==> src/common/fetch_macros.svh <==
// ************************************************************
// Fetch subsystem sizes shared by the package and the RTL.
// ************************************************************
`ifndef FETCH_MACROS_SVH
`define FETCH_MACROS_SVH

// byte address space of the CPU.
`define FETCH_ADDR_W 24

// RAM data port width.
`define FETCH_BUS_W 16

// request FIFO depth, also the requester's starting credits.
`define FETCH_REQ_DEPTH 4

// response FIFO depth.
`define FETCH_RESP_DEPTH 4

// consumer buffer size, the sender's starting credits.
`define FETCH_RESP_CREDITS 2

`endif

==> src/common/fetch_pkg.sv <==
// ************************************************************
// Fetch package with the shared vector types and window states.
// ************************************************************
`default_nettype none

`include "fetch_macros.svh"

package fetch_pkg;

    // byte address.
    typedef logic [`FETCH_ADDR_W-1:0] byte_addr_t;

    // one RAM halfword.
    typedef logic [`FETCH_BUS_W-1:0] bus_word_t;

    // four bytes, little-endian.
    // byte k of the address sits in bits 8k+7 down to 8k.
    typedef logic [2*`FETCH_BUS_W-1:0] fetch_data_t;

    // one bit per window byte.
    typedef logic [3:0] byte_mask_t;

    // window sequencer.
    typedef enum logic [1:0] {
        WIN_IDLE,
        WIN_FILL,
        WIN_DONE
    } win_state_t;

endpackage

`default_nettype wire

==> src/fetch/fetch_window.sv <==
// ************************************************************
// Fetch window. Keeps four bytes from the 16-bit RAM port
// and reloads only those missing for each new address.
// ************************************************************
`timescale 1ns/1ps
`default_nettype none

`include "fetch_macros.svh"

module fetch_window (
    input  wire                         clk,
    input  wire                         rst,
    input  wire                         cen,
    input  wire                         q_valid,
    input  wire fetch_pkg::byte_addr_t  q_addr,
    output logic                        q_pop,
    input  wire                         resp_space,
    output fetch_pkg::byte_addr_t       ram_addr,
    input  wire fetch_pkg::bus_word_t   ram_dout,
    output logic                        done,
    output fetch_pkg::byte_addr_t       done_addr,
    output fetch_pkg::fetch_data_t      done_data
);

    fetch_pkg::win_state_t  state;
    fetch_pkg::byte_addr_t  cache_addr;
    fetch_pkg::fetch_data_t win_data;
    fetch_pkg::byte_mask_t  valid;
    fetch_pkg::byte_mask_t  pend;

    // new request decode.
    fetch_pkg::byte_addr_t  offset;
    logic [2:0]             shift;
    fetch_pkg::byte_mask_t  keep;

    // fill step decode.
    logic [1:0]             lo_idx;
    logic [1:0]             hi_idx;
    logic                   pair;
    logic [7:0]             lo_byte;
    fetch_pkg::byte_mask_t  fill_mask;
    fetch_pkg::byte_mask_t  pend_nx;

    // take the head only when idle and a response slot is free.
    assign q_pop = (state == fetch_pkg::WIN_IDLE) && cen && q_valid && resp_space;

    // shift of 0..3 reuses bytes, 4 means a full refill.
    always_comb begin
        offset = q_addr - cache_addr;
        shift  = 3'd4;
        if (offset < fetch_pkg::byte_addr_t'(4)) begin
            // bytes from offset upwards must all be held.
            if (((valid >> offset[1:0]) | ~(4'hf >> offset[1:0])) == 4'hf) begin
                shift = {1'b0, offset[1:0]};
            end
        end
        keep = fetch_pkg::byte_mask_t'(4'hf >> shift);
    end

    // lowest pending byte lines up with ram_addr.
    always_comb begin
        lo_idx = 2'd3;
        for (int i = 3; i >= 0; i--) begin
            if (pend[i]) begin
                lo_idx = 2'(i);
            end
        end
        hi_idx = lo_idx + 2'd1;
        // an even address gives two bytes in one read.
        pair      = !ram_addr[0] && (lo_idx != 2'd3) && pend[hi_idx];
        lo_byte   = ram_addr[0] ? ram_dout[15:8] : ram_dout[7:0];
        fill_mask = fetch_pkg::byte_mask_t'(4'b0001 << lo_idx);
        if (pair) begin
            fill_mask = fill_mask | fetch_pkg::byte_mask_t'(4'b0001 << hi_idx);
        end
        pend_nx = pend & ~fill_mask;
    end

    always_ff @(posedge clk or posedge rst) begin
        if (rst) begin
            state      <= fetch_pkg::WIN_IDLE;
            cache_addr <= '0;
            valid      <= '0;
            pend       <= '0;
            ram_addr   <= '0;
        end else if (cen) begin
            case (state)
                fetch_pkg::WIN_IDLE: begin
                    if (q_pop) begin
                        cache_addr <= q_addr;
                        valid      <= keep;
                        pend       <= ~keep;
                        // first missing byte follows the kept ones.
                        ram_addr   <= q_addr + fetch_pkg::byte_addr_t'(3'd4 - shift);
                        if (keep == 4'hf) begin
                            state <= fetch_pkg::WIN_DONE;
                        end else begin
                            state <= fetch_pkg::WIN_FILL;
                        end
                    end
                end
                fetch_pkg::WIN_FILL: begin
                    // zero wait states, one read per enabled cycle.
                    ram_addr <= ram_addr + (pair ? fetch_pkg::byte_addr_t'(2)
                                                 : fetch_pkg::byte_addr_t'(1));
                    valid    <= valid | fill_mask;
                    pend     <= pend_nx;
                    if (pend_nx == '0) begin
                        state <= fetch_pkg::WIN_DONE;
                    end
                end
                fetch_pkg::WIN_DONE: begin
                    state <= fetch_pkg::WIN_IDLE;
                end
                default: begin
                    state <= fetch_pkg::WIN_IDLE;
                end
            endcase
        end
    end

    // window bytes.
    always_ff @(posedge clk) begin
        if (cen) begin
            if (q_pop) begin
                // surviving bytes move down.
                win_data <= win_data >> {shift, 3'b000};
            end else if (state == fetch_pkg::WIN_FILL) begin
                win_data[{lo_idx, 3'b000} +: 8] <= lo_byte;
                if (pair) begin
                    win_data[{hi_idx, 3'b000} +: 8] <= ram_dout[15:8];
                end
            end
        end
    end

    // one cycle per finished fetch.
    assign done      = (state == fetch_pkg::WIN_DONE) && cen;
    assign done_addr = cache_addr;
    assign done_data = win_data;

    // a finished fetch carries four loaded bytes.
    a_done_full: assert property (@(posedge clk) disable iff (rst)
        done |-> (valid == 4'hf) && (pend == '0));

    // each fill read addresses the lowest missing byte.
    a_fill_align: assert property (@(posedge clk) disable iff (rst)
        (state == fetch_pkg::WIN_FILL) |->
            (ram_addr == cache_addr + fetch_pkg::byte_addr_t'(lo_idx)));

endmodule

`default_nettype wire

==> src/hdl/fetch_req_queue.sv <==
// ************************************************************
// Request queue. Holds byte addresses and returns credits.
// ************************************************************
`timescale 1ns/1ps
`default_nettype none

`include "fetch_macros.svh"

module fetch_req_queue (
    input  wire                         clk,
    input  wire                         rst,
    input  wire                         req_valid,
    input  wire fetch_pkg::byte_addr_t  req_addr,
    input  wire                         q_pop,
    output logic                        q_valid,
    output fetch_pkg::byte_addr_t       q_addr,
    output logic                        req_credit
);

    localparam int DEPTH = `FETCH_REQ_DEPTH;
    localparam int PTR_W = (DEPTH > 1) ? $clog2(DEPTH) : 1;
    localparam int CNT_W = $clog2(DEPTH + 1);

    fetch_pkg::byte_addr_t mem [DEPTH];
    logic [PTR_W-1:0]      wr_ptr;
    logic [PTR_W-1:0]      rd_ptr;
    logic [CNT_W-1:0]      count;
    logic                  pop;

    assign q_valid = (count != '0);
    assign q_addr  = mem[rd_ptr];
    assign pop     = q_pop && q_valid;

    // address storage.
    always_ff @(posedge clk) begin
        if (req_valid) begin
            mem[wr_ptr] <= req_addr;
        end
    end

    always_ff @(posedge clk or posedge rst) begin
        if (rst) begin
            wr_ptr     <= '0;
            rd_ptr     <= '0;
            count      <= '0;
            req_credit <= 1'b0;
        end else begin
            if (req_valid) begin
                wr_ptr <= (wr_ptr == PTR_W'(DEPTH - 1)) ? '0 : wr_ptr + 1'b1;
            end
            if (pop) begin
                rd_ptr <= (rd_ptr == PTR_W'(DEPTH - 1)) ? '0 : rd_ptr + 1'b1;
            end
            case ({req_valid, pop})
                2'b10:   count <= count + 1'b1;
                2'b01:   count <= count - 1'b1;
                default: count <= count;
            endcase
            // each freed slot goes back to the requester.
            req_credit <= pop;
        end
    end

    // the requester only pushes while holding a credit.
    a_no_overflow: assert property (@(posedge clk) disable iff (rst)
        req_valid |-> (count != CNT_W'(DEPTH)));

endmodule

`default_nettype wire

==> src/hdl/fetch_resp_queue.sv <==
// ************************************************************
// Response queue. Sends finished fetches against credits.
// ************************************************************
`timescale 1ns/1ps
`default_nettype none

`include "fetch_macros.svh"

module fetch_resp_queue (
    input  wire                         clk,
    input  wire                         rst,
    input  wire                         done,
    input  wire fetch_pkg::byte_addr_t  done_addr,
    input  wire fetch_pkg::fetch_data_t done_data,
    output logic                        resp_space,
    output logic                        resp_valid,
    output fetch_pkg::byte_addr_t       resp_addr,
    output fetch_pkg::fetch_data_t      resp_data,
    input  wire                         resp_credit
);

    localparam int DEPTH  = `FETCH_RESP_DEPTH;
    localparam int PTR_W  = (DEPTH > 1) ? $clog2(DEPTH) : 1;
    localparam int CNT_W  = $clog2(DEPTH + 1);
    localparam int CRED   = `FETCH_RESP_CREDITS;
    localparam int CRED_W = $clog2(CRED + 2);

    fetch_pkg::byte_addr_t  addr_mem [DEPTH];
    fetch_pkg::fetch_data_t data_mem [DEPTH];
    logic [PTR_W-1:0]       wr_ptr;
    logic [PTR_W-1:0]       rd_ptr;
    logic [CNT_W-1:0]       count;
    logic [CRED_W-1:0]      credits;

    // the window has at most one fetch in flight and pops only when idle.
    // so a free slot here already covers its reservation.
    assign resp_space = (count < CNT_W'(DEPTH));

    // send the head whenever the consumer has room.
    assign resp_valid = (count != '0) && (credits != '0);
    assign resp_addr  = addr_mem[rd_ptr];
    assign resp_data  = data_mem[rd_ptr];

    // payload storage.
    always_ff @(posedge clk) begin
        if (done) begin
            addr_mem[wr_ptr] <= done_addr;
            data_mem[wr_ptr] <= done_data;
        end
    end

    always_ff @(posedge clk or posedge rst) begin
        if (rst) begin
            wr_ptr  <= '0;
            rd_ptr  <= '0;
            count   <= '0;
            credits <= CRED_W'(CRED);
        end else begin
            if (done) begin
                wr_ptr <= (wr_ptr == PTR_W'(DEPTH - 1)) ? '0 : wr_ptr + 1'b1;
            end
            if (resp_valid) begin
                rd_ptr <= (rd_ptr == PTR_W'(DEPTH - 1)) ? '0 : rd_ptr + 1'b1;
            end
            case ({done, resp_valid})
                2'b10:   count <= count + 1'b1;
                2'b01:   count <= count - 1'b1;
                default: count <= count;
            endcase
            // one credit spent per send, one back per consumer pulse.
            case ({resp_valid, resp_credit})
                2'b10:   credits <= credits - 1'b1;
                2'b01:   credits <= credits + 1'b1;
                default: credits <= credits;
            endcase
        end
    end

    // the consumer returns no more than it was given.
    a_credit_max: assert property (@(posedge clk) disable iff (rst)
        resp_credit |=> (credits <= CRED_W'(CRED)));

    // the window reserved a slot before starting this fetch.
    a_no_overflow: assert property (@(posedge clk) disable iff (rst)
        done |-> (count != CNT_W'(DEPTH)));

endmodule

`default_nettype wire

==> src/hdl/fetch_top.sv <==
// ************************************************************
// Fetch top. Request queue, window and response queue.
// ************************************************************
`timescale 1ns/1ps
`default_nettype none

`include "fetch_macros.svh"

module fetch_top (
    input  wire                         clk,
    input  wire                         rst,
    input  wire                         cen,
    input  wire                         req_valid,
    input  wire fetch_pkg::byte_addr_t  req_addr,
    output wire                         req_credit,
    output wire fetch_pkg::byte_addr_t  ram_addr,
    input  wire fetch_pkg::bus_word_t   ram_dout,
    output wire                         resp_valid,
    output wire fetch_pkg::byte_addr_t  resp_addr,
    output wire fetch_pkg::fetch_data_t resp_data,
    input  wire                         resp_credit
);

    // queue head to window.
    logic                   q_valid;
    fetch_pkg::byte_addr_t  q_addr;
    logic                   q_pop;

    // window to response queue.
    logic                   resp_space;
    logic                   done;
    fetch_pkg::byte_addr_t  done_addr;
    fetch_pkg::fetch_data_t done_data;

    fetch_req_queue u_req_queue (
        .clk        (clk),
        .rst        (rst),
        .req_valid  (req_valid),
        .req_addr   (req_addr),
        .q_pop      (q_pop),
        .q_valid    (q_valid),
        .q_addr     (q_addr),
        .req_credit (req_credit)
    );

    fetch_window u_window (
        .clk        (clk),
        .rst        (rst),
        .cen        (cen),
        .q_valid    (q_valid),
        .q_addr     (q_addr),
        .q_pop      (q_pop),
        .resp_space (resp_space),
        .ram_addr   (ram_addr),
        .ram_dout   (ram_dout),
        .done       (done),
        .done_addr  (done_addr),
        .done_data  (done_data)
    );

    fetch_resp_queue u_resp_queue (
        .clk         (clk),
        .rst         (rst),
        .done        (done),
        .done_addr   (done_addr),
        .done_data   (done_data),
        .resp_space  (resp_space),
        .resp_valid  (resp_valid),
        .resp_addr   (resp_addr),
        .resp_data   (resp_data),
        .resp_credit (resp_credit)
    );

endmodule

`default_nettype wire

==> config.mk <==
export PLATFORM = sky130hd
export DESIGN_NAME = fetch_top
export DESIGN_NICKNAME = d
export VERILOG_FILES = /design/src/common/fetch_pkg.sv /design/src/fetch/fetch_window.sv /design/src/hdl/fetch_req_queue.sv /design/src/hdl/fetch_resp_queue.sv /design/src/hdl/fetch_top.sv
export VERILOG_INCLUDE_DIRS = /design/src /design/src/common
export SDC_FILE = /design/constraint.sdc
export NUM_CORES = 1
export LEC_CHECK = 0
export BUFFER_PORTS_ARGS = -buffer_cell sky130_fd_sc_hd__buf_4
export CAP_MARGIN = 20
export CORE_UTILIZATION = 35
export CTS_CLUSTER_DIAMETER = 120
export CTS_CLUSTER_SIZE = 30
export DETAILED_ROUTE_END_ITERATION = 6
export GPL_TIMING_DRIVEN = 0
export PLACE_DENSITY = 0.48
export SLEW_MARGIN = 20
export SYNTH_ARGS = -nofsm -noshare
export SYNTH_HDL_FRONTEND = slang
export SYNTH_SLANG_ARGS = --single-unit
==> constraint.sdc <==
create_clock -name clk -period 14 [get_ports clk]
set_clock_uncertainty 0.1 [all_clocks]
set_input_delay 2.8 -clock clk [delete_from_list [all_inputs] [get_ports clk]]
set_output_delay 2.8 -clock clk [all_outputs]
set_load 0.05 [all_outputs]
==> results.txt, run 1 <==
Post-synth EDFFs = 352
Synthesized area = 0.0208 sq mm
Cell taking the most area after synthesis = edfxtp_1
Dpl ws = 5.76 ns
1st-iter DRT viols = 1010
# diodes = 0
Worst slew margin = 25.3%
Tightest Hold Check Type = flip-flop to flip-flop
RSZ-0062 raised after global routing = false
R2r worst-path depth = 26
Number of buffers created by CTS = 18
# IOs = 127
Via density = 5.35
CTS tree = done
Initial Utilization = 35.7%
Gpl congestion = 0.887
Top FF cell, synth = edfxtp_1
Htree depth = 1
Reg2reg end = u_window.ram_addr[21]
Final Cycle Share = 58.2%
Worst Setup EP = u_window.ram_addr[21]
Reg2Reg Setup Slack = 5.85 ns
Top-area cell type share of the netlist area = 50.8%
Final Max Tran Viols = 0
Final HPWL from detailed placement = 40900 um
Share of layout cells above drive strength 1 = 17.1%
Die area = 0.0604 sq mm
Total wire length = 56700 um
Avg Inst Size Synth = 13.0 sq um
Worst R2R Start = u_req_queue.rd_ptr[0]
Dpl cells = 2512
Global-route usage over all layers = 18.8%
Top-count cell post-synth = edfxtp_1
Vias in the first global route = 13.5k
Core ar. = 0.0582 sq mm
Largest net degree at the start of global routing = 45
Critical Path RT = 14.31 ns
Drt wl/cell = 22.3 um
Residual DRC = 0
Unique masters post-synth = 80
Max Cap Viol = 0
Port Buffers = 126
Synth top area cells = edfxtp_1 (51%), dfrtp_1 (8.9%), mux4_2 (8.7%)
Area grow syn2layout = 12.9%
Die width = 246 um
First-pass GRT wire length = 85700 um
Worst Setup End Kind = flip-flop
Nets@finish = 1888
Commonest cells post-synth = edfxtp_1 (352), nand2_1 (133), a21oi_1 (123), o21ai_0 (99), inv_1 (88)
Total Neg Setup Slack = 0 ns
Grt ovf = 0
Fraction of registers with async set/reset = 17.6%
CP Max Fanout = 10
Cells after Synth = 1596
Gates resized, CTS repair = 0
Worst-skew pair later-pin latency = 0.56 ns
Die H = 246 um
CP Launch Point = u_req_queue.rd_ptr[0]
Critical Path AT = 8.46 ns
Post-route ant nets = 0
FMAX = 123 MHz
Clk pin slew, worst setup/hold paths = 0.13 ns
Final hold violation count = 0
Status = finished clean
Via total after detailed routing = 13.6k
Startpoint type of the worst setup path = flip-flop
TritonRoute pass-1 iters = 5
Setup slack after layout = 5.85 ns
Clk buf depth = 3
Slew of the pin with the lowest slew margin = 1.12 ns
Num rows = 88
Initial antenna violation count = 0
Register area share after synthesis = 59.8%
CTS root buf = clkbuf_16
Final setup fails = 0
Clock sinks = 427
Synthesized flop and latch total = 427
Hold Crit Depth = 1
Yosys Warn Count = 0
Min Tclk post-route = 8.15 ns
Hold Buf Count CTS = 0
Setup Crit Path Kind = flip-flop to flip-flop
Final std cells w/o fill = 2544
Total setup buffers inserted after CTS = 0
[how the worst min path moves through the flow]
stage / from / to / slack (ns)
final: u_req_queue.count[2] / u_req_queue.count[2] / 0.37
after global routing: u_req_queue.count[2] / u_req_queue.count[2] / 0.39
after CTS: u_req_queue.count[2] / u_req_queue.count[2] / 0.38
after detailed placement: u_req_queue.count[2] / u_req_queue.count[2] / 0.36
after global placement: u_req_queue.count[2] / u_req_queue.count[2] / 0.36
after floorplan: u_req_queue.count[2] / u_req_queue.count[2] / 0.34
[final cells by class]
class,instances,area (sq um)
fill,5469,34800
multi-input combinational,1021,7820
buffer,78,308
inverter,89,337
tap,765,957
clock inverter,4,45.0
clock buffer,28,509
timing repair buffer,132,1060
sequential,427,12400
[state kept, by name (all words and copies together), names as in the netlist]
name / count
u_req_queue.count: 3
u_req_queue.mem: 96
u_req_queue.rd_ptr: 2
u_req_queue.req_credit: 1
u_req_queue.wr_ptr: 2
u_resp_queue.addr_mem: 96
u_resp_queue.count: 3
u_resp_queue.credits: 2
u_resp_queue.data_mem: 128
u_resp_queue.rd_ptr: 2
u_resp_queue.wr_ptr: 2
u_window.done_addr: 24
u_window.done_data: 32
u_window.pend: 4
u_window.ram_addr: 24
u_window.state: 2
u_window.valid: 4
[through the flow]
stage / cell area (sq um) / utilization, % / hold WS (ns)
global route: 23500 / 40.3 / 0.387
finish: 23500 / 40.3 / 0.374
floorplan: 20900 / - / 0.343
global placement: 22800 / 39.1 / 0.358
CTS: 23500 / 40.3 / 0.380
detailed placement: 22900 / 39.4 / 0.362
[kinds of logic (layout without fill, tap and decap cells)]
group                      count (synthesis)  count (layout)  synth area share [%]
muxes                                    110             110                  10.2
other                                      1              20                0.0180
adders and majority gates                 76              76                  4.72
xor gates and xnor gates                  33              33                  1.39
buffers and inverters                    167             331                  3.07
DFF                                      427             427                  59.8
and+or+nand+nor                          381             381                  8.82
AOI/OAI and AO/OA                        401             401                  11.9
[cells in the final DEF (no fill, tap or decap), types with 7 or more instances in the layout]
| master | instances |
|---|---|
| clkbuf_1 | 52 |
| o211ai_1 | 10 |
| a31oi_1 | 7 |
| a31o_1 | 8 |
| buf_1 | 23 |
| nand3_1 | 27 |
| xor2_1 | 15 |
| a21o_1 | 13 |
| buf_2 | 11 |
| o2111ai_1 | 8 |
| mux2i_1 | 13 |
| o21a_1 | 12 |
| a21oi_1 | 122 |
| or2_2 | 8 |
| clkbuf_16 | 19 |
| o21ai_1 | 11 |
| dfrtp_1 | 74 |
| nor2_1 | 85 |
| nand4_1 | 18 |
| nor2b_1 | 21 |
| ha_1 | 72 |
| nor3_1 | 24 |
| nand2_1 | 133 |
| buf_4 | 126 |
| nand2b_1 | 13 |
| inv_1 | 87 |
| o21bai_1 | 10 |
| o22ai_1 | 37 |
| and3_1 | 8 |
| a22oi_1 | 11 |
| conb_1 | 20 |
| xnor2_1 | 18 |
| edfxtp_1 | 352 |
| mux4_2 | 80 |
| o21ai_0 | 99 |
| mux2_2 | 17 |
[layer usage]
metal / share of wire, % / vias to the layer above / routed length [um] / track usage [%]
met1: 48 / 6856 / 27200 / 27.6
met4: 1.4 / 0 / 801 / 3.42
met5: 0 / - / 0 / 0
li1: - / 6389 / - / -
met3: 5.6 / 41 / 3150 / 3.09
met2: 45 / 331 / 25600 / 29.4
[critical path: stages, from the launching register on]
cell and delay [ns]:
dfrtp_1 0.37, buf_2 0.29, buf_1 0.69, mux4_2 0.75, ha_1 0.42, or2_2 0.33, a211oi_1 0.36, a211oi_2 0.10
mux2i_1 0.15, a221oi_2 0.24, o211ai_1 0.18, nor4_4 0.58, nand4b_2 0.36, or2_1 0.31, ha_1 0.19, ha_1 0.27
inv_1 0.04, ha_1 0.31, o211ai_1 0.24, o211a_1 0.21, o22ai_1 0.14, o41a_1 0.43, a41oi_1 0.36, nand2b_1 0.10
a21oi_1 0.18, xor2_1 0.20, a21oi_1 0.09
Power of run 1 is left out: the tool's default activity adds up to more than one toggle a clock period on the data nets, which glitch-free logic cannot reach.
==> inputs of run 2 (changes only) <==
--- a/config.mk
+++ b/config.mk
@@ -13,7 +13,7 @@
 export CTS_CLUSTER_SIZE = 30
 export DETAILED_ROUTE_END_ITERATION = 6
 export GPL_TIMING_DRIVEN = 0
-export PLACE_DENSITY = 0.48
+export PLACE_DENSITY = 0.5
 export SLEW_MARGIN = 20
 export SYNTH_ARGS = -nofsm -noshare
 export SYNTH_HDL_FRONTEND = slang
==> constraint.sdc (replaced) <==
create_clock -name clk -period 6.78 [get_ports clk]
set_clock_uncertainty 0.1 [all_clocks]
set_input_delay 1.356 -clock clk [delete_from_list [all_inputs] [get_ports clk]]
set_output_delay 1.356 -clock clk [all_outputs]
set_load 0.05 [all_outputs]
==> run 2 against run 1 <==
  * Via count rose by 1.2%
  * Wire length rose by 0.39%
  * Sequential share of layout area down 1.1 points
  * Critical endpoint is now u_window.ram_addr[17]
  * Count of clock-buffer cells in the layout is 3 higher
==> results.txt, run 2 (synthesis gave the netlist of run 1 again) <==
Commonest non-fill, non-tap cell in the layout = edfxtp_1
Max Cap Viol = 0 (unchanged)
CP Max Fanout = 9 (-1)
First-pass GRT wire length = 85900 um (+0.30%)
Slew of the pin with the lowest slew margin = 1.06 ns (-0.0564 ns)
Most crowded layer after global routing = met2
Clock sinks = 427 (unchanged)
Met2 usage = 29.0% (-0.35 points)
Reg2Reg Setup Slack = 0.29 ns (-5.56 ns)
Startpoint type of the worst setup path = flip-flop
CP max stage cell = o41a_1
Total wire length = 56900 um (+0.39%)
Final Max Tran Viols = 0 (unchanged)
Num rows = 88 (unchanged)
Die area = 0.0604 sq mm (unchanged)
FMAX = 154 MHz (+26%)
Critical Path AT = 6.89 ns (-1.57 ns)
Clk buf depth = 3 (unchanged)
Dpl cells = 2512 (unchanged)
Setup Crit Path Kind = flip-flop to flip-flop
Die width = 246 um (unchanged)
Largest net degree at the start of global routing = 45 (unchanged)
Max reg flops = 128 (unchanged)
Hold Buf Count CTS = 0 (unchanged)
Met1 usage = 27.7% (+0.073 points)
TritonRoute pass-1 iters = 5 (unchanged)
1st-iter DRT viols = 1266 (+25%)
Port Buffers = 126 (unchanged)
Worst Setup End Kind = flip-flop
Largest stage delay on the critical path = 0.46 ns (-0.29 ns)
Clk pin slew, worst setup/hold paths = 0.12 ns (about the same)
Initial antenna violation count = 0 (unchanged)
Core ar. = 0.0582 sq mm (unchanged)
Post-route ant nets = 0 (unchanged)
Reg2reg end = u_window.ram_addr[17]
# IOs = 127 (unchanged)
Largest registers = u_resp_queue.data_mem (128), u_req_queue.mem (96), u_resp_queue.addr_mem (96)
CP Launch Point = u_req_queue.rd_ptr[0]
Via total after detailed routing = 13.8k (+1.2%)
Final hold violation count = 0 (unchanged)
Global-route usage over all layers = 18.8% (-0.022 points)
Gpl congestion = 0.885 (-0.23%)
Area grow syn2layout = 15.4%
Final HPWL from detailed placement = 40800 um (-0.33%)
Vias in the first global route = 13.6k (+0.68%)
Critical Path RT = 7.18 ns (-7.13 ns)
Grt ovf = 0 (unchanged)
Highest-count cells in the layout ignoring fill and taps = edfxtp_1 (352), buf_4 (149), nand2_1 (133), a21oi_1 (116), o21ai_0 (97)
CTS tree = done
Worst slew margin = 28.5% (+3.2 points)
Die H = 246 um (unchanged)
FILL cells = 5484 (+0.27%)
Initial Utilization = 35.7% (unchanged)
Number of buffers created by CTS = 18 (unchanged)
Final setup fails = 0 (unchanged)
Hold EP = u_req_queue.count[2]
Final Cycle Share = 95.8% (+38 points)
Status = finished clean
R2r worst-path depth = 25 (-3.8%)
Via density = 5.37 (+0.37%)
# diodes = 0 (unchanged)
Worst R2R Start = u_req_queue.rd_ptr[0]
RSZ-0062 raised after global routing = false
Most flop-heavy register = u_resp_queue.data_mem
Residual DRC = 0 (unchanged)
Htree depth = 1 (unchanged)
Util after Layout = 41.2% (+0.88 points)
GRT met3 Usage = 2.70% (-0.39 points)
CTS root buf = clkbuf_16
Hold Crit Depth = 1 (unchanged)
Share of layout cells above drive strength 1 = 20.3% (+3.2 points)
Nets@finish = 1909 (+1.1%)
Worst-skew pair later-pin latency = 0.57 ns (about the same)
Hold path start = u_req_queue.count[2]
Min Tclk post-route = 6.49 ns (-1.66 ns)
Final std cells w/o fill = 2565 (+0.83%)
Tightest Hold Check Type = flip-flop to flip-flop
Drt wl/cell = 22.2 um (-0.44%)
-- run 2: metrics by stage --
stage	cell area (sq um)	setup TNS, ns	worst slack [ns]	hold WS (ns)
2_1_floorplan	20900	0	0.0585	0.343
3_3_place_gp	22800	-17.83	-1.44	0.357
3_5_place_dp	23000	-17.78	-1.45	0.362
4_1_cts	23700	0	0.00565	0.380
5_1_grt	24000	0	0.0526	0.401
6_report	24000	0	0.287	0.378
-- run 2: cell type report --
| type | instances | area [sq um] | area share (%) |
|---|---|---|---|
| Sequential cell | 427 | 12400 | 51.9 |
| Buffer | 76 | 369 | 1.54 |
| Clock inverter | 1 | 20.0 | 0.0834 |
| Tap cell | 765 | 957 | 3.99 |
| Multi-Input combinational cell | 1021 | 8050 | 33.5 |
| Inverter | 89 | 337 | 1.40 |
| Timing Repair Buffer | 155 | 1280 | 5.34 |
| Clock buffer | 31 | 542 | 2.26 |
-- run 2: worst max-delay path, delay by kind of cell, from the launching register on --
kind	cells	cell delay, ns
buf+inv	4	0.57
compound gates	10	2.41
mux	2	0.66
fa+ha+maj	3	1.03
flops	1	0.43
simple gates	6	1.19
-- run 2: worst max path at each step --
stage / endpoint / slack, ns / depth (start not counted)
2_1_floorplan: u_window.ram_addr[21] / 0.06 / 26
3_3_place_gp: u_window.ram_addr[21] / -1.44 / 26
3_5_place_dp: u_window.ram_addr[21] / -1.45 / 26
4_1_cts: u_window.ram_addr[21] / 0.006 / 24
5_1_grt: u_window.ram_addr[21] / 0.05 / 26
6_report: u_window.ram_addr[17] / 0.29 / 25
-- run 2: what timing repair did --
action / 4_1_cts / 5_1_grt
resized for setup: 31 / 52
pin swaps: 4 / 17
setup buffers: 9 / 12
endpoints found under the hold margin: 0 / 0
setup endpoints to repair: 21 / 10
cloned: 0 / 1
-- run 2: layer usage --
metal | routed length, um | part of all wire [%]
met1 | 27000 | 47
met2 | 25800 | 45
met3 | 3000 | 5.3
met4 | 1180 | 2.1
met5 | 0 | 0
Power of run 2 is left out for the same reason.
